`src/logic/ts_replace_defines.svh`:
```
`ifndef TS_REPLACE_DEFINES_SVH
`define TS_REPLACE_DEFINES_SVH

// Transport stream framing.
`define TS_PACKET_BYTES 188
`define TS_SYNC_BYTE    8'h47

`define TS_PID_SLOTS    4
`define TS_DATA_GROUPS  2 // Stored replacement packets.

// Register port width and RAM depth in words.
`define TS_CFG_WIDTH    32
`define TS_RAM_WORDS    (`TS_PACKET_BYTES * `TS_DATA_GROUPS / 4)

`endif

```
`src/logic/ts_replace_pkg.sv`:
```
`include "ts_replace_defines.svh"

package ts_replace_pkg;

	// Packet identifier from the TS header.
	typedef logic [12:0] pid_t;

	typedef logic [7:0] ts_byte_t;

	typedef logic [`TS_CFG_WIDTH-1:0] cfg_word_t;

	// Word address into the replacement RAM.
	typedef logic [$clog2(`TS_RAM_WORDS)-1:0] ram_addr_t;

	// Byte address across all stored groups.
	typedef logic [$clog2(`TS_PACKET_BYTES * `TS_DATA_GROUPS)-1:0] byte_addr_t;

endpackage

```
`src/logic/pid_filter_table.sv`:
```
`timescale 1ns/1ps
`include "ts_replace_defines.svh"

module pid_filter_table import ts_replace_pkg::*; (
	input  logic      clk,
	input  logic      rst_n,
	input  logic      pid_wr,
	input  cfg_word_t pid_index,
	input  cfg_word_t pid_wdata,
	input  pid_t      hdr_pid,
	output cfg_word_t pid_rdata,
	output logic      any_match
);

	localparam int SLOT_W = (`TS_PID_SLOTS > 1) ? $clog2(`TS_PID_SLOTS) : 1;
	localparam int EN_BIT = 16;

	pid_t slot_pid [`TS_PID_SLOTS];
	logic slot_en  [`TS_PID_SLOTS];
	logic index_ok;
	logic [SLOT_W-1:0] slot_sel;

	assign index_ok = (pid_index < `TS_PID_SLOTS);
	assign slot_sel = pid_index[SLOT_W-1:0];

	always_ff @(posedge clk) begin
		if (!rst_n) begin
			for (int i = 0; i < `TS_PID_SLOTS; i++) begin
				slot_pid[i] <= '0;
				slot_en[i]  <= 1'b0; // Table comes up disabled.
			end
		end else if (pid_wr && index_ok) begin
			slot_pid[slot_sel] <= pid_wdata[12:0];
			slot_en[slot_sel]  <= pid_wdata[EN_BIT];
		end
	end

	// Readback uses the write layout with unused bits zero.
	always_comb begin
		pid_rdata = '0;
		if (index_ok) begin
			pid_rdata[12:0]   = slot_pid[slot_sel];
			pid_rdata[EN_BIT] = slot_en[slot_sel];
		end
	end

	always_comb begin
		any_match = 1'b0;
		for (int i = 0; i < `TS_PID_SLOTS; i++) begin
			if (slot_en[i] && (slot_pid[i] == hdr_pid)) begin
				any_match = 1'b1;
			end
		end
	end

endmodule

```
`config.mk`:
```
export PLATFORM = sky130hd
export DESIGN_NAME = pid_filter_table
export DESIGN_NICKNAME = d
export VERILOG_FILES = /design/src/logic/ts_replace_pkg.sv /design/src/logic/pid_filter_table.sv
export VERILOG_INCLUDE_DIRS = /design/src /design/src/logic
export SDC_FILE = /design/constraint.sdc
export NUM_CORES = 1
export LEC_CHECK = 0
export BUFFER_PORTS_ARGS = -buffer_cell sky130_fd_sc_hd__buf_4
export CORE_MARGIN = 10
export CORE_UTILIZATION = 51
export DETAILED_ROUTE_END_ITERATION = 6
export GPL_TIMING_DRIVEN = 0
export PLACE_DENSITY = 0.85
export SLEW_MARGIN = 30
export SYNTH_ARGS = -nofsm -noshare
export SYNTH_HDL_FRONTEND = slang
export SYNTH_SLANG_ARGS = --single-unit
```
`constraint.sdc`:
```
create_clock -name clk -period 3.6 [get_ports clk]
set_input_delay 0.72 -clock clk [delete_from_list [all_inputs] [get_ports clk]]
set_output_delay 0.72 -clock clk [all_outputs]
set_load 0.01 [all_outputs]
```
# Word level (Yosys, flattened, before mapping)

Memory sizes are Yosys's and may differ from the RTL's.
Index checks and enable logic that the tools add are counted.
W data, S select, Z words.

Add/subtract/negate cells: 0
Multipliers: 0
Divide/modulo/power cells: 0
Order comparisons: 1
Eq/ne operators: 4
Shift-type cells: 0
Muxes and demuxes: 16
Bitwise gates (word level): 0
Reductions and logical operators: 7

Operators by type and width:

| cell                  | number |
|---|---|
| $eq A13 B13 Y1        | 4 |
| $lt A32 B3 Y1 const B | 1 |
| $mux W13              | 2 |
| $reduce_or A13 Y1     | 1 |
| $mux W1               | 12 |
| $logic_and A1 B1 Y1   | 5 |
| $mux W2               | 2 |
| $reduce_or A1 Y1      | 1 |

Register bits after elaboration: 0
Bits in latches: 0
Memory bits (writable): 56
Bits in read-only memories: 0
Input port bits: 80
Output and inout bits: 33
Memories: 2

Memory list:

| name     | words | width | rd ports | clocked after Yosys merged registers in | wr ports | RTL line               | RTL |
|---|---|---|---|---|---|---|---|
| slot_pid | 4     | 13    | 5        | 0                                       | 4        | pid_filter_table.sv:18 | `` pid_t slot_pid [`TS_PID_SLOTS]; `` |
| slot_en  | 4     | 1     | 5        | 0                                       | 4        | pid_filter_table.sv:19 | `` logic slot_en [`TS_PID_SLOTS]; `` |

# Depth between registers and ports, before layout

Depth after elaboration: 7
Gate-level depth with buffers: 5

# Least setup slack after synthesis

Ideal clock, no wire load.

Path kind: input-to-reg
From: input port pid_index[29]
To: memory slot_en[3] (enable)
Library setup time: 0.387 ns
Arrival time: 2.483 ns
Data required time: 3.213 ns
Setup slack: 0.730 ns
Stages on the path: 5
Path buffers: 1
Path through: nor4_2 nand4_4 or2_1 buf_2 o21ai_1

RTL lines:

| element            | RTL line               | RTL |
|---|---|---|
| start: declaration | pid_filter_table.sv:8  | `input cfg_word_t pid_index,` |
| end: declaration   | pid_filter_table.sv:19 |  |

# Worst setup path after layout

From: input port pid_index[1]
To: output port pid_rdata[4]

Word-level cells in the longest chain between the ends: 2

Ends and longest elaborated chain:

| element                                                          | RTL line               | RTL |
|---|---|---|
| $lt A32 B3 Y1 (no line) / $mem_v2 Z4 W13 (equally long branches) | --                     |  |
| $mux W13 (*)                                                     | pid_filter_table.sv:41 | `if (index_ok) begin` |
| end: declaration                                                 | pid_filter_table.sv:11 | `output cfg_word_t pid_rdata,` |

Mark *: on every way between the ends. The rest lies on a longest branch, timed or not.

==> qor.yml <==
logic_synthesis:
  synth_area_um2: 3500
  ys.warnings.count: 0
  synth_area_per_cell_um2: 12.5
  synth_seq_cells: 56
  seq_area_frac_synth: 0.471
  synth_cell_types: 29
  netlist_instances: 281
drt:
  drc: 0
  num_vias: 2371
  drtPass1Iterations: 5
  drt_iter0_drc: 282
  wl_per_cell_um: 19.4
  ant_nets: 0
  routed_via_density: 5.29
  totalWireLength_um: 8710
worst_setup_path:
  r2r_start: "slot_en[1]"
  rr_worst_depth: 2
  cp.depth: 5
  crit_path_top_delay_cell: "clkbuf_1"
  startpoint: "pid_index[1]"
  path_max_fanout: 10
  crit_path_frequent_cell: "clkbuf_1"
  required_ns: 2.88
  path_buf_inv: 3
  critPathKind: "input port to output pin"
  cp_top_family: "buffers and inverters"
  cp.arrival_ns: 2.53
  cp_cell_sequence: "clkbuf_1 > clkbuf_1 > mux4_2 > nor2b_1 > buf_4"
  end_kind: "output pin"
  start_kind: "input port"
  max_stage_delay_ns: 0.58
sta:
  slew_headroom: 0.443
  skew_ns: 0
  hold_viol: 0
  layout_min_cycle_time_ns: 3.25
  tightest_slew_ns: 0.836
  fin_crit_sh: 0.904
  rsz0062_at_grt: "false"
  fmax_ghz: 0.307
  setup_violations: 0
  fin_setup_tns_ns: 0
  report.final.slew_viol_count: 0
pwr:
  total_power_mw: 1.32
  power.internal_uw: 995
  p_clk_frac: 0.251
  p_comb_frac: 0.170
  swShare: 0.245
  seq_power_share: 0.579
  leakagePower_nw: 1.57
  vdd_drop_max_mv: 0.240
  p_sw_uw: 322
  cellPowerDensity_nw_per_um2: 312
placed_design:
  port_buffers: 61
  place_area_um2: 4140
  dp_cells: 440
  dp.final_hpwl_um: 6930
  gp_congestion: 0.896
layout:
  final_cell_mix: "buf_4 (79), edfxtp_1 (53), and2_1 (52), xnor2_1 (52), conb_1 (18)"
  antennaDiodeCount: 0
  stdcell_area_um2: 4220
  final_cells: 448
  drive_above_1_share: 0.326
  utilization: 0.629
  final_nets: 447
  final_common_cell: "buf_4"
  syn2layout_area_growth_pct: 20.5
  fillers: 557
die:
  core_region_area_um2: 6720
  die-area_um2: 10600
  io_pins: 113
  die_h_um: 103
  initial_utilization: 0.522
  rows: 30
  die_w_um: 103
cts:
  worstSkewPairLatency_ns: 0.31
  cts_resized: 0
  cts_tree: "built"
  cts_sinks: 56
  postCtsSetupRepairBufs: 0
  clock_tree.root_cell: "clkbuf_8"
  hold_buffers: 0
  htreeDepth: 2
  cts_buffer_depth: 2
  cts_buffers: 5
  clkTransAtPathRegs_ns: 0.09
global_route:
  grt_usage: 0.167
  grt_pass1_wl_um: 13100
  first_global_vias: 2467
  grt.overflow.total: 0
  grt_max_degree: 17
  grt_antenna_before_repair: 0
hold_path:
  min_from: "slot_en[2]"
  worst_hold_path.num_cells: 2
  hold_path.class: "flop to flop"
job:
  drv_cap: 0
outcome:
  status: "finished clean"
flip-flops by register name (all words and copies together), names as in the netlist:
register  flops
slot_en       4
slot_pid     52
power by group through the flow:
stage	logic (mW)	registers [mW]	clock network [mW]
after detailed placement	0.221	0.778	0
final	0.224	0.763	0.331
after global routing	0.241	0.767	0.355
after global placement	0.217	0.775	0
after floorplan	0.142	0.771	0
after CTS	0.222	0.763	0.336
cell type report:
| class | count | area, um^2 | area share |
|---|---|---|---|
| multi-input combinational | 200 | 1680 | 0.398 |
| sequential | 56 | 1650 | 0.391 |
| timing repair buffer | 62 | 469 | 0.111 |
| buffer | 40 | 231 | 0.0548 |
| tap | 80 | 100 | 0.0237 |
| clock buffer | 5 | 68.8 | 0.0163 |
| clock inverter | 3 | 13.8 | 0.00326 |
| inverter | 2 | 7.51 | 0.00178 |
metrics by stage:
stage               hold slack [ns]  worst slack [ns]
finish                        0.495             0.346
detailed placement            0.481             0.359
global placement              0.470           -0.0665
global route                  0.514             0.308
CTS                           0.498             0.363
floorplan                     0.452             0.730
cell families after synthesis:
group,synth area share
muxes,0.0985
DFF,0.471
xor gates and xnor gates,0.130
AOI/OAI and AO/OA,0.00143
other,0.00107
buffers and inverters,0.0682
and+or+nand+nor,0.230
tightest hold or removal path: stages, from the launching register on:
cell	delay, ns
dfxtp_1	0.33
nand2_1	0.07
mux2i_1	0.05
cell usage after synthesis:
cell type,number,share of area
nor2_1,2,0.0021
conb_1,1,0.0011
nor4_1,4,0.0071
dfxtp_1,3,0.017
inv_1,2,0.0021
nand4_1,13,0.023
nor4_2,7,0.025
nor4_4,2,0.012
nor4b_4,1,0.0068
nand2b_1,3,0.0054
and4bb_1,1,0.0036
clkbuf_1,15,0.016
or2_1,1,0.0018
buf_6,1,0.0032
buf_4,18,0.039
or4_1,1,0.0021
nand3_1,1,0.0014
o21ai_1,1,0.0014
mux2i_1,3,0.0086
and2_1,52,0.093
edfxtp_1,53,0.45
nor3_1,1,0.0014
mux4_2,14,0.090
buf_2,5,0.0071
buf_1,1,0.0011
nand2_1,7,0.0075
nor2b_1,14,0.025
nand4_4,2,0.012
xnor2_1,52,0.13
metal layers:
| layer | vias up | routed length, um | GRT usage |
|---|---|---|---|
| met5 | - | 0 | 0 |
| met4 | 0 | 172 | 0.0471 |
| met3 | 18 | 607 | 0.0349 |
| met2 | 94 | 4640 | 0.303 |
| met1 | 1137 | 3290 | 0.193 |
| li1 | 1122 | - | - |
path summary, 6_finish.rpt:
kind                   to  slack, ns
min reg2reg    slot_en[2]       0.49
max reg2reg    slot_en[1]       2.96
min            slot_en[2]       0.49
max          pid_rdata[4]       0.35
Power figures use the tool's default switching activity.
