File: src/logic/ts_replace_defines.svh
`ifndef TS_REPLACE_DEFINES_SVH
`define TS_REPLACE_DEFINES_SVH

// Transport stream framing.
`define TS_PACKET_BYTES 188
`define TS_SYNC_BYTE    8'h47

`define TS_PID_SLOTS    4
`define TS_DATA_GROUPS  2 // Stored replacement packets.

// Register port width and RAM depth in words.
`define TS_CFG_WIDTH    32
`define TS_RAM_WORDS    (`TS_PACKET_BYTES * `TS_DATA_GROUPS / 4)

`endif

File: src/logic/ts_replace_pkg.sv
`include "ts_replace_defines.svh"

package ts_replace_pkg;

	// Packet identifier from the TS header.
	typedef logic [12:0] pid_t;

	typedef logic [7:0] ts_byte_t;

	typedef logic [`TS_CFG_WIDTH-1:0] cfg_word_t;

	// Word address into the replacement RAM.
	typedef logic [$clog2(`TS_RAM_WORDS)-1:0] ram_addr_t;

	// Byte address across all stored groups.
	typedef logic [$clog2(`TS_PACKET_BYTES * `TS_DATA_GROUPS)-1:0] byte_addr_t;

endpackage

File: src/logic/ts_splicer.sv
`timescale 1ns/1ps
`include "ts_replace_defines.svh"

module ts_splicer import ts_replace_pkg::*; (
	input  logic       clk,
	input  logic       rst_n,
	input  logic       match_enable,
	input  logic       any_match,
	input  logic       hdr_seen,
	input  logic       d2_valid,
	input  ts_byte_t   d3_byte,
	input  logic       d3_valid,
	input  logic       d3_sync,
	input  ts_byte_t   rd_byte,
	output logic       rd_en,
	output byte_addr_t rd_addr,
	output ts_byte_t   ts_out,
	output logic       ts_out_valid,
	output logic       ts_out_sync
);

	localparam int GRP_W    = (`TS_DATA_GROUPS > 1) ? $clog2(`TS_DATA_GROUPS) : 1;
	localparam int CNT_W    = $clog2(`TS_PACKET_BYTES);
	localparam int PKT_LAST = `TS_PACKET_BYTES - 1;
	localparam int GRP_LAST = `TS_DATA_GROUPS - 1;

	logic [GRP_W-1:0] next_grp;
	logic [GRP_W-1:0] cur_grp;
	logic [GRP_W-1:0] addr_grp;
	logic [CNT_W-1:0] byte_cnt;
	logic [CNT_W-1:0] addr_cnt;
	logic             replacing;
	logic             start;
	logic             sel_ram;

	assign start = hdr_seen && any_match && match_enable;

	// Header cycle has byte 0 in d2, so its read is issued directly.
	assign rd_en    = start || (replacing && d2_valid);
	assign addr_grp = start ? next_grp : cur_grp;
	assign addr_cnt = start ? '0 : byte_cnt;
	assign rd_addr  = byte_addr_t'(addr_grp * `TS_PACKET_BYTES + addr_cnt);

	always_ff @(posedge clk) begin
		if (!rst_n) begin
			replacing    <= 1'b0;
			byte_cnt     <= '0;
			cur_grp      <= '0;
			next_grp     <= '0;
			sel_ram      <= 1'b0;
			ts_out_valid <= 1'b0;
			ts_out_sync  <= 1'b0;
		end else begin
			sel_ram      <= rd_en; // RAM byte lands with d3.
			ts_out_valid <= d3_valid;
			ts_out_sync  <= d3_sync;
			if (hdr_seen) begin
				replacing <= start;
				byte_cnt  <= CNT_W'(1);
				if (start) begin
					cur_grp  <= next_grp;
					next_grp <= (next_grp == GRP_W'(GRP_LAST)) ? '0 : next_grp + 1'b1;
				end
			end else if (replacing && d2_valid) begin
				byte_cnt <= byte_cnt + 1'b1;
				if (byte_cnt == CNT_W'(PKT_LAST)) begin
					replacing <= 1'b0;
				end
			end
		end
	end

	always_ff @(posedge clk) begin
		ts_out <= sel_ram ? rd_byte : d3_byte;
	end

endmodule

File: config.mk
export PLATFORM = sky130hd
export DESIGN_NAME = ts_splicer
export DESIGN_NICKNAME = d
export VERILOG_FILES = /design/src/logic/ts_replace_pkg.sv /design/src/logic/ts_splicer.sv
export VERILOG_INCLUDE_DIRS = /design/src /design/src/logic
export SDC_FILE = /design/constraint.sdc
export NUM_CORES = 1
export LEC_CHECK = 0
export ABC_AREA = 1
export BUFFER_PORTS_ARGS = -buffer_cell sky130_fd_sc_hd__buf_2
export CORE_MARGIN = 4
export CORE_UTILIZATION = 48
export CTS_CLUSTER_DIAMETER = 120
export DETAILED_ROUTE_END_ITERATION = 16
export GPL_TIMING_DRIVEN = 0
export PLACE_DENSITY_LB_ADDON = 0.1
export SYNTH_ARGS = -nofsm -noshare
export SYNTH_HDL_FRONTEND = slang
export SYNTH_SLANG_ARGS = --single-unit
File: constraint.sdc
create_clock -name clk -period 2.06 [get_ports clk]
set_clock_uncertainty 0.1 [all_clocks]
set_input_delay 0.412 -clock clk [delete_from_list [all_inputs] [get_ports clk]]
set_output_delay 0.412 -clock clk [all_outputs]
set_load 0.01 [all_outputs]
### Word-level counts from Yosys, hierarchy flattened

Index checks and enable logic that the tools add are counted.

* flip-flop bits (word level): 22
* input bits: 24
* output and inout bits: 20
* logic and storage cells: 33

* $add $sub $neg: 3
* multiply operators: 1
* equal/unequal tests: 1
* muxes and demuxes: 9
* bitwise operators: 1
* reduce and logical (&&, ||, !) cells: 9

Operators by type and width (number)
* 8-bit two-way mux: 2
* 9-bit by 8-bit adder with 9-bit output: 1
* 8-bit by 1-bit adder with 8-bit output (second input constant): 1
* 8-bit == test (second input constant): 1
* 1-bit by 6-bit multiplier with 7-bit output (second input constant): 1
* 1-bit two-way mux: 7
* 2-bit AND reduction: 2
* 2-bit nonzero test: 2
* 1-bit logical AND: 3
* 2-bit OR reduction: 1
* 1-bit adder (second input constant): 1
* 1-bit logical OR: 1
* 1-bit NOT: 1

### Logic depth before layout (Yosys ltp)

* word-level depth: 5
* gate-level depth with buffers: 13
* gate-level depth less buffers: 13

### Least setup slack after synthesis

OpenSTA, ideal clock, no wires.

* path type: input to output
* from: input any_match
* to: output rd_addr[6]
* arrival time: 1.487 ns
* required time: 1.548 ns
* path slack: 0.061 ns
* cell stages on the path: 10
* buffers on the path: 0
* cell sequence: nand3_4 nand2_2 nand2_2 ha_1 inv_1 o21ai_0 inv_1 nand2_1 nand2_1 nand2_1

* word-level cells in the longest chain between the ends: 5
* elaborated cells between the ends (all ways): 6
* those cells by class: 1 x add/sub; 1 x mul; 2 x mux; 2 x reduce/logical

RTL lines
* start: declaration: line ts_splicer.sv:8 `input logic any_match,`
* 1-bit logical AND (2 in a row): line ts_splicer.sv:36 `assign start = hdr_seen && any_match && match_enable;`
* 1-bit two-way mux
* via addr_grp: line ts_splicer.sv:29 `logic [GRP_W-1:0] addr_grp;`
* 1-bit by 6-bit multiplier with 7-bit output (no source line)
* 9-bit by 8-bit adder with 9-bit output: line ts_splicer.sv:42 `` assign rd_addr = byte_addr_t'(addr_grp * `TS_PACKET_BYTES + addr_cnt); ``
* end: declaration: line ts_splicer.sv:16 `output byte_addr_t rd_addr,`

The timed path passes the listed nets, and every way through them passes these cells.

### Final worst setup path

* from: register next_grp
* to: output rd_addr[6]

* word-level cells in the longest chain between the ends: 3

RTL lines
* start: declaration: line ts_splicer.sv:27 `logic [GRP_W-1:0] next_grp;`
* start signal: assignment: line ts_splicer.sv:62 `next_grp <= (next_grp == GRP_W'(GRP_LAST)) ? '0 : next_grp + 1'b1;`
* 1-bit two-way mux
* via addr_grp: line ts_splicer.sv:29
* 1-bit by 6-bit multiplier with 7-bit output (no source line)
* 9-bit by 8-bit adder with 9-bit output: line ts_splicer.sv:42

The timed path passes the listed nets, and every way through them passes these cells.

==> metrics <==
Max Freq 459 MHz; Syn Inst Count 162; first-pass GRT wire length 4.61 mm; gr usage total 0.171; Avg WL per Cell 11.1 microns; area share of xor/xnor cells in the synthesized design 0.0149; gr ovfl total 0; part of the Yosys area used for sequential elements 0.374; RePlAce Congestion 0.843; Power Dens Cells 514 nW/um^2; synthesis-to-layout area growth 35.8%; placed cell area 1430 sq um; Int Power 0.000622 W; CP Capture Type output pin; H-tree depth 1; Final Max Slew Viols 0; Pre-antenna DRT Iters 4; critical path required time 1.55 ns; clock share of power 0.283; largest net degree at the start of global routing 13; Routed WL 2.74 mm; Clock Tree Buf Depth 2; most area-consuming cells after synthesis dfxtp_1 (37%), nand2_1 (13%), inv_1 (8.3%); dpl ws -0.305 ns; Simple-Gate Fraction of Synth Area 0.339; Yosys reg bits 22; min cycle time layout 2.18 ns; final setup margin -0.118 ns; DRT iter0 DRCs 32; Worst slew margin 0.718; initial antenna violation count 0; I/O Buffers 43; number of global-route vias before repair 1215; outcome complete, but fails checks; Design Area, Final 1600 sq um; CTS root buf clkbuf_4; cell area after synthesis 1180 sq um; Die Width 57.5 microns; mux contribution to synthesized area 0.0765; count of cell types in the netlist 28; measured slew at the worst slew-check pin 0.423 ns; syn_nets 189; # diodes 0; Worst-Skew Late Latency 0.30 ns; post-route ant nets 0; Sequential Power Share 0.549; switch share 0.244; die height 57.5 microns; # IOs 44; final hold vios 0; CTS tree done; Avg Cell Area, Syn 7.27 sq um; Yosys warnings 0; adder and majority gate portion of the synthesized area 0.0319; CP Launch Type flip-flop; largest family of logic cells by synthesized area simple AND/OR/NAND/NOR gates; leakage 0.851 nW; switching pwr 0.000201 W; DRC Markers 0; failing checks negative setup slack; Vias/cell 4.93; nets 246; CTS buffer count 3; worst path arrival time 1.67 ns; VDD IR-drop max 0.501 mV; max_cap viols 0; site row count 17; final setup fails 5; unrepaired setup endpoints after global routing yes; CTS sink cnt 22; post-synth top area share 0.374; CTS clock-pin slew for the worst setup and hold paths 0.12 ns; post-synth top area cell dfxtp_1; Pwr Total 0.000823 W; combinational share of power 0.168; Core ar. 2280 sq um; Initial Util 0.517; Crit Path Class reg2out; Synth Area in Compound Gates 0.0648; via count 1212; sum of negative setup slack -0.402 ns; die area 3310 sq um; final period utilization 1.06; hpwl dp 2.02 mm; share of layout cells above drive strength 1 0.427; Hold Crit Class in2reg; CP max FO 4
layout by cell type, fill, tap and decap left out, types with 3 or more instances in the layout:
cell type,Yosys,routed
buf_2,0,40
mux2_2,8,8
nor2_1,16,16
nand2_2,6,7
dfxtp_1,22,19
o21ai_0,4,3
inv_1,26,23
a21oi_1,6,6
nand4_1,4,4
inv_2,1,4
clkbuf_4,0,3
buf_4,0,11
nand3_1,8,6
nand2_1,40,38
metal layers:
metal | vias up | global-route usage | part of all wire
li1 | 623 | - | -
met5 | - | 0 | 0
met2 | 41 | 0.331 | 0.53
met4 | 0 | 0.0430 | 0.0037
met1 | 546 | 0.188 | 0.41
met3 | 2 | 0.0317 | 0.053
critical path, cell delays in order (launching register included):
cell     delay, ns
dfxtp_2       0.36
nand4_1       0.12
nand2_2       0.11
ha_4          0.28
inv_1         0.04
o21ai_2       0.12
inv_1         0.07
nand2_1       0.06
nand2_1       0.04
nand2_1       0.05
buf_2         0.12
what timing repair did:
item | 4_1_cts | 5_1_grt
gates cloned | 0 | 0
pin swaps | 9 | 3
resized for setup | 16 | 6
endpoints found under the setup margin | 4 | 5
buffers inserted | 8 | 1
hold buffers | 0 | 0
cell usage after synthesis (all sizes together):
cell type	instances
nand4	4
nand2	47
nor3	4
buf	1
o22ai	1
mux2	8
o21ai	6
nor2	17
xnor2	1
nor3b	1
nand3b	1
nand3	9
dfxtp	22
ha	3
clkbuf	1
a31oi	1
or2	1
xor2	1
inv	27
a21oi	6
layout make-up:
type	count	area (sq um)
fill	199	677
multi-input combinational	111	667
sequential	22	447
timing repair buffer	52	294
inverter	27	101
clock buffer	4	36.3
tap	28	35.0
buffer	2	18.8
logic make-up (layout without fill, tap and decap cells):
family          count (synthesis)  after routing
fa+ha+maj                       3              3
compound gates                 14             14
mux                             8              8
simple gates                   84             84
buf+inv                        29             85
xor+xnor                        2              2
flops                          22             22
registers in the layout (all words and copies together), names as in the netlist:
signal and cells:
byte_cnt 8, cur_grp 1, next_grp 1, replacing 1, sel_ram 1, ts_out 8
ts_out_sync 1, ts_out_valid 1
worst paths after layout:
check / startpoint / to / slack (ns) / depth (start not counted)
worst max-delay path: next_grp / rd_addr[6] / -0.12 / 10
worst min-delay path: d3_sync / ts_out_sync / 0.18 / 3
worst max register to register: byte_cnt[0] / byte_cnt[6] / 0.63 / 7
worst min register to register: next_grp / next_grp / 0.39 / 2
power by group through the flow:
| stage | Sequential [W] | Combinational, W | Clock [W] |
|---|---|---|---|
| after global placement | 0.000461 | 0.000115 | 0 |
| after global routing | 0.000454 | 0.000155 | 0.000263 |
| after floorplan | 0.000468 | 0.0000581 | 0 |
| after CTS | 0.000451 | 0.000133 | 0.000244 |
| after detailed placement | 0.000461 | 0.000119 | 0 |
| final | 0.000451 | 0.000138 | 0.000233 |
per-stage QoR:
| step | cells | utilization | hold WS (ns) |
|---|---|---|---|
| 6_report | 246 | 0.703 | 0.179 |
| 5_1_grt | 246 | 0.703 | 0.186 |
| 4_1_cts | 245 | 0.691 | 0.170 |
| 3_5_place_dp | 233 | 0.627 | 0.373 |
| 3_3_place_gp | 233 | 0.627 | 0.369 |
| 2_1_floorplan | 162 | - | 0.352 |
Note: power is estimated with default switching activity, not from simulation.
