### src/logic/ts_replace_defines.svh
`ifndef TS_REPLACE_DEFINES_SVH
`define TS_REPLACE_DEFINES_SVH

// Transport stream framing.
`define TS_PACKET_BYTES 188
`define TS_SYNC_BYTE    8'h47

`define TS_PID_SLOTS    4
`define TS_DATA_GROUPS  2 // Stored replacement packets.

// Register port width and RAM depth in words.
`define TS_CFG_WIDTH    32
`define TS_RAM_WORDS    (`TS_PACKET_BYTES * `TS_DATA_GROUPS / 4)

`endif

### src/logic/ts_replace_pkg.sv
`include "ts_replace_defines.svh"

package ts_replace_pkg;

	// Packet identifier from the TS header.
	typedef logic [12:0] pid_t;

	typedef logic [7:0] ts_byte_t;

	typedef logic [`TS_CFG_WIDTH-1:0] cfg_word_t;

	// Word address into the replacement RAM.
	typedef logic [$clog2(`TS_RAM_WORDS)-1:0] ram_addr_t;

	// Byte address across all stored groups.
	typedef logic [$clog2(`TS_PACKET_BYTES * `TS_DATA_GROUPS)-1:0] byte_addr_t;

endpackage

### src/logic/ts_header_tracker.sv
`timescale 1ns/1ps
`include "ts_replace_defines.svh"

module ts_header_tracker import ts_replace_pkg::*; (
	input  logic     clk,
	input  logic     rst_n,
	input  ts_byte_t ts_in,
	input  logic     ts_in_valid,
	input  logic     ts_in_sync,
	output logic     d2_valid,
	output ts_byte_t d3_byte,
	output logic     d3_valid,
	output logic     d3_sync,
	output logic     hdr_seen,
	output pid_t     hdr_pid
);

	ts_byte_t d1_byte;
	ts_byte_t d2_byte;
	logic     d1_valid;
	logic     d1_sync;
	logic     d2_sync;

	// Stages shift every clock whether valid or not.
	always_ff @(posedge clk) begin
		if (!rst_n) begin
			d1_valid <= 1'b0;
			d2_valid <= 1'b0;
			d3_valid <= 1'b0;
			d1_sync  <= 1'b0;
			d2_sync  <= 1'b0;
			d3_sync  <= 1'b0;
		end else begin
			d1_valid <= ts_in_valid;
			d2_valid <= d1_valid;
			d3_valid <= d2_valid;
			d1_sync  <= ts_in_sync;
			d2_sync  <= d1_sync;
			d3_sync  <= d2_sync;
		end
	end

	always_ff @(posedge clk) begin
		d1_byte <= ts_in;
		d2_byte <= d1_byte;
		d3_byte <= d2_byte;
	end

	// Header is complete once d1 and the input hold both PID bytes.
	assign hdr_seen = d2_valid && d2_sync && (d2_byte == `TS_SYNC_BYTE) &&
			d1_valid && ts_in_valid;
	assign hdr_pid  = {d1_byte[4:0], ts_in};

endmodule

### config.mk
export PLATFORM = sky130hd
export DESIGN_NAME = ts_header_tracker
export DESIGN_NICKNAME = d
export VERILOG_FILES = /design/src/logic/ts_replace_pkg.sv /design/src/logic/ts_header_tracker.sv
export VERILOG_INCLUDE_DIRS = /design/src /design/src/logic
export SDC_FILE = /design/constraint.sdc
export NUM_CORES = 1
export LEC_CHECK = 0
export BUFFER_PORTS_ARGS = -buffer_cell sky130_fd_sc_hd__buf_2
export CAP_MARGIN = 20
export CELL_PAD_IN_SITES_DETAIL_PLACEMENT = 2
export CELL_PAD_IN_SITES_GLOBAL_PLACEMENT = 2
export CORE_UTILIZATION = 27
export DETAILED_ROUTE_END_ITERATION = 12
export PLACE_DENSITY_LB_ADDON = 0.1
export SLEW_MARGIN = 10
export SYNTH_ARGS = -nofsm -noshare
export SYNTH_HDL_FRONTEND = slang
export SYNTH_SLANG_ARGS = --single-unit
### constraint.sdc
create_clock -name clk -period 1.35 [get_ports clk]
set_input_delay 0.2025 -clock clk [delete_from_list [all_inputs] [get_ports clk]]
set_output_delay 0.2025 -clock clk [all_outputs]
set_load 0.02 [all_outputs]
## Yosys cells after proc, flatten, opt, wreduce, memory -nomap -nowiden

Cells that the tools add are included.
Widths: inputs -> output; s select.

| operators by class | value |
|---|---|
| equal/unequal tests | 1 |
| reductions and logical operators | 4 |

Operators with widths:

| kind | count |
|---|---|
| $eq 8x7->1 const B | 1 |
| $logic_and 1x1->1 | 4 |

| storage, ports and cells | value |
|---|---|
| register bits after elaboration | 30 |
| input bits | 12 |
| output and inout bits | 25 |
| word-level logic and storage cells | 14 |

## Logic depth before layout (Yosys ltp)

Gate-level depths: netlist (run 1).

| depth | value |
|---|---|
| word-level depth | 4 |
| depth in mapped cells | 2 |

## Least setup slack after synthesis (run 1)

Ideal clock, no wire load.

| timing path | value |
|---|---|
| path type | register -> output |
| start | register d2_byte[3] |
| end | output hdr_seen |
| data arrival time | 1.145 ns |
| data required time | 1.148 ns |
| setup slack | 0.002 ns |
| stages on the path, launching flop included | 3 |
| cell sequence | dfxtp_1 or4bb_1 nor3_2 |

| on the way | value |
|---|---|
| word-level cells in the longest chain between the ends | 4 |

RTL lines:

| item | line | source |
|---|---|---|
| start, declared | ts_header_tracker.sv:19 | `ts_byte_t d2_byte;` |
| start signal, assigned | ts_header_tracker.sv:45 | `d2_byte <= d1_byte;` |
| $eq 8x7->1 (no line) | - |  |
| $logic_and 1x1->1 (3 in a row) | ts_header_tracker.sv:50 | `` assign hdr_seen = d2_valid && d2_sync && (d2_byte == `TS_SYNC_BYTE) && `` |
| end, declared | ts_header_tracker.sv:14 | `output logic hdr_seen,` |

Every way passes these cells.

## Worst setup path after layout (run 1)

Same ends and word-level chain as after synthesis.

==> results of run 1 <==
layer usage:
metal / up-vias / global-route usage [%] / part of all wire [%]
li1: 231 / - / -
met2: 25 / 12.9 / 50
met3: 4 / 4.92 / 9.9
met5: - / 0 / 0
met1: 220 / 8.04 / 38
met4: 0 / 8.57 / 2.0
cell usage after synthesis:
library cell	count	area share [%]
or4bb_1	1	1.5
nor3_2	1	1.3
nand4bb_1	1	1.5
buf_4	13	13
dfxtp_1	30	78
nand4_1	1	0.81
and2_1	6	4.8
registers in the layout, summed over array words and instances (netlist names):
register,count
d2_byte,8
d2_sync,1
d3_byte,8
d1_sync,1
d3_valid,1
d1_valid,1
d2_valid,1
d1_byte,8
d3_sync,1
worst max-delay path by stage:
stage	cells after the start	start	to
finish	3	d2_byte[3]	hdr_seen
global route	3	d2_byte[2]	hdr_seen
CTS	3	d2_byte[3]	hdr_seen
detailed placement	3	d2_byte[6]	hdr_seen
global placement	3	d2_byte[3]	hdr_seen
floorplan	2	d2_byte[3]	hdr_seen
repair_timing:
action	CTS	global route
pin swaps	2	0
endpoints found under the setup margin	1	1
hold endpoints to repair	8	0
gates resized for setup	2	0
hold buffers	8	0
stage by stage:
step	utilization [%]	instances	hold WS, ps	TNS, ps
after global placement	32.8	107	314	-28.4
after CTS	38.0	123	66.2	-325
after detailed placement	32.8	107	315	-40.6
after floorplan	-	53	230	0
final	38.0	123	83.7	-287
after global routing	38.0	123	79.5	-376
power by group through the flow:
stage          logic, mW  registers, mW  clock network, mW
5_1_grt            0.132          0.951              0.598
6_report           0.125          0.945              0.534
2_1_floorplan     0.0630          0.982                  0
3_5_place_dp       0.108          0.967                  0
3_3_place_gp       0.107          0.966                  0
4_1_cts            0.127          0.947              0.570
layout make-up:
| class | instances | share of cell area (%) |
|---|---|---|
| clock buffer | 7 | 5.29 |
| sequential | 30 | 57.9 |
| clock inverter | 1 | 0.481 |
| timing repair buffer | 44 | 25.3 |
| tap | 31 | 3.73 |
| multi-input combinational | 10 | 7.34 |
logic make-up after synthesis:
kind of cell / Yosys count / share of synthesized area, %
and+or+nand+nor: 10 / 9.86
buffers and inverters: 13 / 12.6
DFF: 30 / 77.5
==> results.cfg, run 1 <==
[min_path]
min_path_cells = 2
worstHoldPathType = primary input to flip-flop
whs_endpoint = d1_sync
min-delay-start = ts_in_sync

[route]
drtIter0Drc = 5
postRouteWirelength_um = 1230
dr_total_vias = 480
drc = 0
via_per_inst = 3.90
drtPass1Iterations = 4
postRouteAntennaNets = 0
wl_per_cell_um = 10.0

[floorplan]
io_pins = 37
die_y_um = 55.6
core-area_um2 = 2730
dieWidth_um = 55.6
std_cell_rows = 19
start_util_pct = 28.3
dieArea_um2 = 3090

[clocking]
path_clk_slew_ps = 90
cts.path.max_buffers = 2
cts_buffers = 5
clk_latency_ps = 320
h-tree-depth = 2
ctsRootBufferMaster = clkbuf_4
cts_setup_buffers = 0
clkSinkCount = 30
cts_tree = built

[cells_and_area]
final-seq-area_um2 = 602
drive_above_1_share_pct = 48.9
n_antenna_cell = 0
syn2layout_area_growth_pct = 34.2
nets = 103
stdcell_area_um2 = 1040
most-common-layout-cells = 35 x buf_2, 29 x dfxtp_1, 8 x dlygate4sd3_1
final_common_cell = buf_2
multi_input_area_um2 = 76.3
fillers = 307

[yosys]
ys_seq_area_share_pct = 77.5
synth_area_per_cell_um2 = 14.6
synth_seq_cells = 30
synth_cell_types = 7
ys_warn_count = 0
syn_nets = 65
syn_area_um2 = 774
postSynthCellCount = 53

[timing]
finalClockSkew_ps = 1.94
rsz0062_at_grt = yes
maxSlewHeadroom_pct = 91.7
worst_pin_slew_ps = 124
setup_ws_ps = -287
finalMaxSlewViolations = 0
hold_violations = 0
finalCriticalPeriod_ps = 1640
timing.final.crit_share_pct = 121
fmaxAchievable_ghz = 0.611
setup_viol = 1

[worst_setup_path]
slowest_stage = or4bb_1
crit_fanout = 2
r2r-start = d2_valid
critPathKind = flip-flop to output port
cp-end-kind = output port
path_buf_inv = 1
critical-path-top-delay-family = simple AND/OR/NAND/NOR gates
r2r.worst_path.cells = 1
cp.arrival_ps = 1430
critical-path-max-stage-delay_ps = 520
cp-start-kind = flip-flop
crit_required_ps = 1150
reg2reg_to = d3_valid
r2r_slack_ps = 800
cp_cell_sequence = or4bb_1 > nor3_2 > buf_4

[power]
p_seq_share_pct = 58.9
powerDensity_nw_per_um2 = 1540
p_int_mw = 1.24
swShare_pct = 22.9
pwr-share-comb_pct = 7.8
max-vdd-ir-drop_v = 0.000700
leakagePower_nw = 0.490
power_mw = 1.60
p_switching_uw = 367
clkPwrFrac_pct = 33.3

[global_route]
grt.total_usage_pct = 8.63
overflow = 0
grt_pass1_wl_um = 1830
grt_max_degree = 10
grt_pass1_vias = 457
antenna_found_initial = 0

[place]
pre_cts_ws_ps = -40.6
dpl_cell_area_um2 = 896
routabilityCongestion = 0.609
io_buffers = 36

[outcome]
status = finished with violations
violations = setup timing

[job]
max_cap_viol_count = 0
Note: power is estimated with default switching activity, not from simulation.
==> run 2, diff against run 1 <==
--- a/config.mk
+++ b/config.mk
@@ -6,12 +6,12 @@
 export SDC_FILE = /design/constraint.sdc
 export NUM_CORES = 1
 export LEC_CHECK = 0
-export BUFFER_PORTS_ARGS = -buffer_cell sky130_fd_sc_hd__buf_2
 export CAP_MARGIN = 20
 export CELL_PAD_IN_SITES_DETAIL_PLACEMENT = 2
 export CELL_PAD_IN_SITES_GLOBAL_PLACEMENT = 2
-export CORE_UTILIZATION = 27
+export CORE_UTILIZATION = 35
 export DETAILED_ROUTE_END_ITERATION = 12
+export DONT_BUFFER_PORTS = 1
 export PLACE_DENSITY_LB_ADDON = 0.1
 export SLEW_MARGIN = 10
 export SYNTH_ARGS = -nofsm -noshare
==> run 2 against run 1 <==
Against the previous run:
- the flow still finishes with violations (setup timing)
- worst hold slack worse by 59 ps
- global-route usage is 4.3 points higher
- non-clock buffer count is 31 lower
- die area is 22% lower
- first-iteration DRC count is 100% lower
- fmax is 0.33% lower
- setup slack worse by 5.4 ps
- largest cell class unchanged
- highest routed layer unchanged
==> results.cfg, run 2 (same netlist as run 1, synthesis figures left out) <==
[min_path]
worstHoldPathType = primary input to flip-flop
min_path_cells = 1
whs_endpoint = d1_valid
min-delay-start = ts_in_valid

[route]
drtIter0Drc = 0
drc = 0
via_per_inst = 4.17
drtPass1Iterations = 1
dr_total_vias = 367
wl_per_cell_um = 14.6
postRouteWirelength_um = 1290
postRouteAntennaNets = 0

[clocking]
cts_buffers = 5
cts_tree = built
clkSinkCount = 30
cts.path.max_buffers = 2
post_cts_resized = 0
ctsRootBufferMaster = clkbuf_4
path_clk_slew_ps = 90
clk_latency_ps = 310
h-tree-depth = 2

[timing]
hold_violations = 0
finalCriticalPeriod_ps = 1640
finalMaxSlewViolations = 0
rsz0062_at_grt = yes
setup_ws_ps = -293
finalClockSkew_ps = 3.48
fmaxAchievable_ghz = 0.609
setup_viol = 1
timing.final.crit_share_pct = 122
holdWs_ps = 24.7
worst_pin_slew_ps = 249
maxSlewHeadroom_pct = 83.4

[global_route]
grt_pass1_vias = 393
grt.total_usage_pct = 12.9
grt_max_degree = 10
antenna_found_initial = 0
overflow = 0
grt_pass1_wl_um = 1970

[place]
io_buffers = 0
dpl_cell_area_um2 = 726
routabilityCongestion = 0.641
dp.cells = 69

[worst_setup_path]
crit_fanout = 2
critPathKind = flip-flop to output port
cp-end-kind = output port
cp.arrival_ps = 1440
r2r_slack_ps = 640
critical-path-max-stage-delay_ps = 520
r2r.worst_path.cells = 2
cp-start-kind = flip-flop
cp_cell_sequence = or4bb_1 > nor3_2 > buf_4
reg2reg_to = d3_valid
r2r-start = d2_valid
crit_required_ps = 1150
slowest_stage = or4bb_1

[cells_and_area]
reg_top3 = d1_byte (8), d2_byte (8), d3_byte (8)
final_cells = 88
final-seq-area_um2 = 601
syn2layout_area_growth_pct = 18.1
drive_above_1_share_pct = 18.0
fillers = 198
stdcell_area_um2 = 915
multi_input_area_um2 = 76.3
n_antenna_cell = 0
final_common_cell = dfxtp_1
most-common-layout-cells = 30 x dfxtp_1, 11 x dlygate4sd3_1, 6 x and2_1
utilization_pct = 45.2
nets = 72

[job]
max_cap_viol_count = 0

[power]
p_switching_uw = 338
leakagePower_nw = 0.376
powerDensity_nw_per_um2 = 1810
p_int_mw = 1.31
max-vdd-ir-drop_v = 0.000804
power_mw = 1.65
clkPwrFrac_pct = 38.5
p_seq_share_pct = 59.2
pwr-share-comb_pct = 2.3
swShare_pct = 20.5

[floorplan]
core-area_um2 = 2020
die_y_um = 49.0
dieArea_um2 = 2400
io_pins = 37
std_cell_rows = 16
start_util_pct = 38.3
dieWidth_um = 49.0

[outcome]
status = finished with violations
violations = setup timing
-- run 2: cell count changes in the layout (fill, tap and decap cells not counted) --
cell           delta
clkinv_2          -1
dfxtp_1           +1
dlygate4sd3_1     +3
buf_2            -35
clkbuf_8          +2
buf_4             +1
dfxtp_2           -1
clkbuf_1          -1
-- run 2: power by group through the flow --
| stage | clock [mW] | sequential [mW] | combinational [mW] |
|---|---|---|---|
| 6_report | 0.636 | 0.978 | 0.0375 |
| 5_1_grt | 0.706 | 0.985 | 0.0410 |
| 4_1_cts | 0.663 | 0.980 | 0.0315 |
| 3_5_place_dp | 0 | 1.00 | 0.0116 |
| 3_3_place_gp | 0 | 0.997 | 0.0112 |
| 2_1_floorplan | 0 | 0.982 | 0.0630 |
-- run 2: worst max path at each step --
stage | startpoint | endpoint | slack (ps) | depth (start not counted)
after global placement | d2_byte[3] | hdr_seen | 3 | 3
after floorplan | d2_byte[3] | hdr_seen | 2 | 2
after CTS | d2_byte[3] | hdr_seen | -330 | 3
after detailed placement | d2_byte[3] | hdr_seen | -40 | 3
after global routing | d2_byte[3] | hdr_seen | -390 | 3
final | d2_byte[3] | hdr_seen | -290 | 3
-- run 2: repair_timing --
| item | 4_1_cts | 5_1_grt |
|---|---|---|
| hold buffers | 9 | 2 |
| endpoints found under the hold margin | 9 | 4 |
| gates cloned | 0 | 0 |
| pin swaps | 1 | 0 |
| setup buffers | 0 | 0 |
| setup endpoints to repair | 1 | 1 |
-- run 2: critical path, delay by kind of cell, from the launching register on --
| kind | cells | cell delay (ps) |
|---|---|---|
| simple gates | 2 | 650 |
| buf+inv | 1 | 160 |
| flops | 1 | 320 |
-- run 2: layout make-up --
type	count	share of cell area, %
Sequential cell	30	65.7
Timing Repair Buffer	13	13.7
Clock buffer	8	8.62
Multi-Input combinational cell	10	8.34
Tap cell	27	3.69
-- run 2: per-stage QoR --
step | setup slack [ps] | TNS [ps]
CTS | -334 | -334
global route | -390 | -390
detailed placement | -39.5 | -39.5
finish | -293 | -293
global placement | 3.23 | 0
floorplan | 2.49 | 0
-- run 2: metal layers --
layer	vias up	part of all wire, %	wire length (µm)	track usage (%)
met5	-	0	0	0
met4	0	0.62	8	7.35
met3	2	9.2	118	10.6
met2	21	58	745	23.1
met1	172	32	413	8.91
li1	172	-	-	-
==> run 3, diff against run 2 <==
--- a/config.mk
+++ b/config.mk
@@ -12,6 +12,7 @@
 export CORE_UTILIZATION = 35
 export DETAILED_ROUTE_END_ITERATION = 12
 export DONT_BUFFER_PORTS = 1
+export GPL_TIMING_DRIVEN = 1
 export PLACE_DENSITY_LB_ADDON = 0.1
 export SLEW_MARGIN = 10
 export SYNTH_ARGS = -nofsm -noshare
==> constraint.sdc (replaced) <==
create_clock -name clk -period 1.65 [get_ports clk]
set_input_delay 0.2475 -clock clk [delete_from_list [all_inputs] [get_ports clk]]
set_output_delay 0.2475 -clock clk [all_outputs]
set_load 0.02 [all_outputs]
==> run 3 against run 2 <==
Against the previous run:
- the flow still finishes with violations (setup timing)
- global-route usage is 1.3 points lower
- clock-buffer cell count stayed put
- flip-flop and latch count stayed put
- first-iteration DRC count is 1 higher
- critical path depth is 1 lower
- via count is 2.7% lower
- sequential power is 18% lower
- die area stayed put
- non-clock buffer count is 4 lower
- largest power group unchanged
- highest routed layer unchanged
==> results.cfg, run 3 (same netlist as run 1, synthesis figures left out) <==
[global_route]
grt_pass1_wl_um = 1830
antenna_found_initial = 0
overflow = 0
grt.total_usage_pct = 11.6
grt_max_degree = 10
grt_pass1_vias = 384

[power]
clkPwrFrac_pct = 38.6
p_int_mw = 1.07
power_mw = 1.35
swShare_pct = 20.4
p_switching_uw = 274
powerDensity_nw_per_um2 = 1510
pwr-share-comb_pct = 1.8
leakagePower_nw = 0.374
max-vdd-ir-drop_v = 0.000647
p_seq_share_pct = 59.6

[timing]
rsz0062_at_grt = yes
setup_viol = 1
finalClockSkew_ps = 1.61
finalMaxSlewViolations = 0
worst_pin_slew_ps = 277
holdWs_ps = 47.6
hold_violations = 0
timing.final.crit_share_pct = 102
finalCriticalPeriod_ps = 1670
setup_ws_ps = -25.0
fmaxAchievable_ghz = 0.597
maxSlewHeadroom_pct = 81.5

[worst_setup_path]
slowest_stage = or4bb_4
cp_cell_sequence = or4bb_4 > nor3_4
cp-start-kind = flip-flop
critPathKind = flip-flop to output port
r2r-start = d2_valid
crit_fanout = 2
crit_required_ps = 1400
r2r_slack_ps = 950
setup.worst_path.end = hdr_seen
cp.arrival_ps = 1430
critical-path-max-stage-delay_ps = 540
r2r.worst_path.cells = 1
cp-startpoint = d2_byte[5]
reg2reg_to = d3_valid
cp-end-kind = output port

[cells_and_area]
multi_input_area_um2 = 86.3
reg_top3 = d1_byte (8), d2_byte (8), d3_byte (8)
n_antenna_cell = 0
final_cells = 84
drive_above_1_share_pct = 22.8
fillers = 199
utilization_pct = 44.0
final-seq-area_um2 = 603
syn2layout_area_growth_pct = 14.9
most-common-layout-cells = 28 x dfxtp_1, 8 x dlygate4sd3_1, 6 x and2_1
final_common_cell = dfxtp_1
nets = 68

[outcome]
status = finished with violations
violations = setup timing

[floorplan]
dieWidth_um = 49.0
die_y_um = 49.0
dieArea_um2 = 2400
io_pins = 37
std_cell_rows = 16
core-area_um2 = 2020
start_util_pct = 38.3

[min_path]
worstHoldPathType = primary input to flip-flop

[route]
drtPass1Iterations = 3
dr_total_vias = 357
postRouteWirelength_um = 1120
drtIter0Drc = 1
wl_per_cell_um = 13.3
postRouteAntennaNets = 0
via_per_inst = 4.25
drc = 0

[clocking]
ctsRootBufferMaster = clkbuf_4
clk_latency_ps = 320
cts_tree = built
cts_buffers = 5
cts.path.max_buffers = 2
path_clk_slew_ps = 80
h-tree-depth = 2
clkSinkCount = 30

[place]
io_buffers = 0
routabilityCongestion = 0.644
dp.cells = 67

[job]
max_cap_viol_count = 0
## run 3: worst min path at each step
stage,endpoint,cells after the start,start
CTS,d1_sync,1,rst_n
finish,d1_sync,1,rst_n
floorplan,d1_byte[0],0,ts_in[0]
global route,d1_sync,1,rst_n
global placement,d1_byte[5],0,ts_in[5]
detailed placement,d1_byte[4],0,ts_in[4]
## run 3: layout make-up
cell class              instances  share of cell area [%]
flip-flops and latches         30                    67.8
repair buffers                  9                    9.85
multi-input cells              10                    9.70
clock buffers                   8                    8.86
well taps                      27                    3.80
## run 3: metrics by stage
| step | TNS [ps] | area, µm² | worst slack (ps) |
|---|---|---|---|
| after floorplan | 0 | 774 | 257 |
| after global placement | 0 | 711 | 204 |
| after detailed placement | 0 | 711 | 190 |
| after CTS | -45.0 | 890 | -45.0 |
| after global routing | -91.8 | 890 | -91.8 |
| final | -25.0 | 890 | -25.0 |
## run 3: power groups by stage
stage / registers (mW) / logic (mW) / clock network (mW)
final: 0.802 / 0.0237 / 0.520
after global routing: 0.807 / 0.0260 / 0.579
after CTS: 0.803 / 0.0238 / 0.540
after detailed placement: 0.820 / 0.00651 / 0
after global placement: 0.818 / 0.00629 / 0
after floorplan: 0.804 / 0.0516 / 0
## run 3: critical path: cells and delay by family, from the launching register on
| kind | cells | cell delay [ps] |
|---|---|---|
| AND/OR/NAND/NOR | 2 | 780 |
| flip-flops | 1 | 320 |
## run 3: repair_timing
action / 4_1_cts / 5_1_grt
endpoints found under the hold margin: 8 / 0
hold buffers: 8 / 0
pin swaps: 2 / 0
endpoints found under the setup margin: 1 / 1
setup buffers: 1 / 0
gates resized for setup: 4 / 0
## run 3: routing by layer
layer / track usage, % / up-vias / routed length (µm)
met5: 0 / - / 0
met4: 10.3 / 0 / 38
met3: 7.48 / 6 / 130
met2: 18.3 / 26 / 580
met1: 9.88 / 163 / 368
li1: - / 162 / -
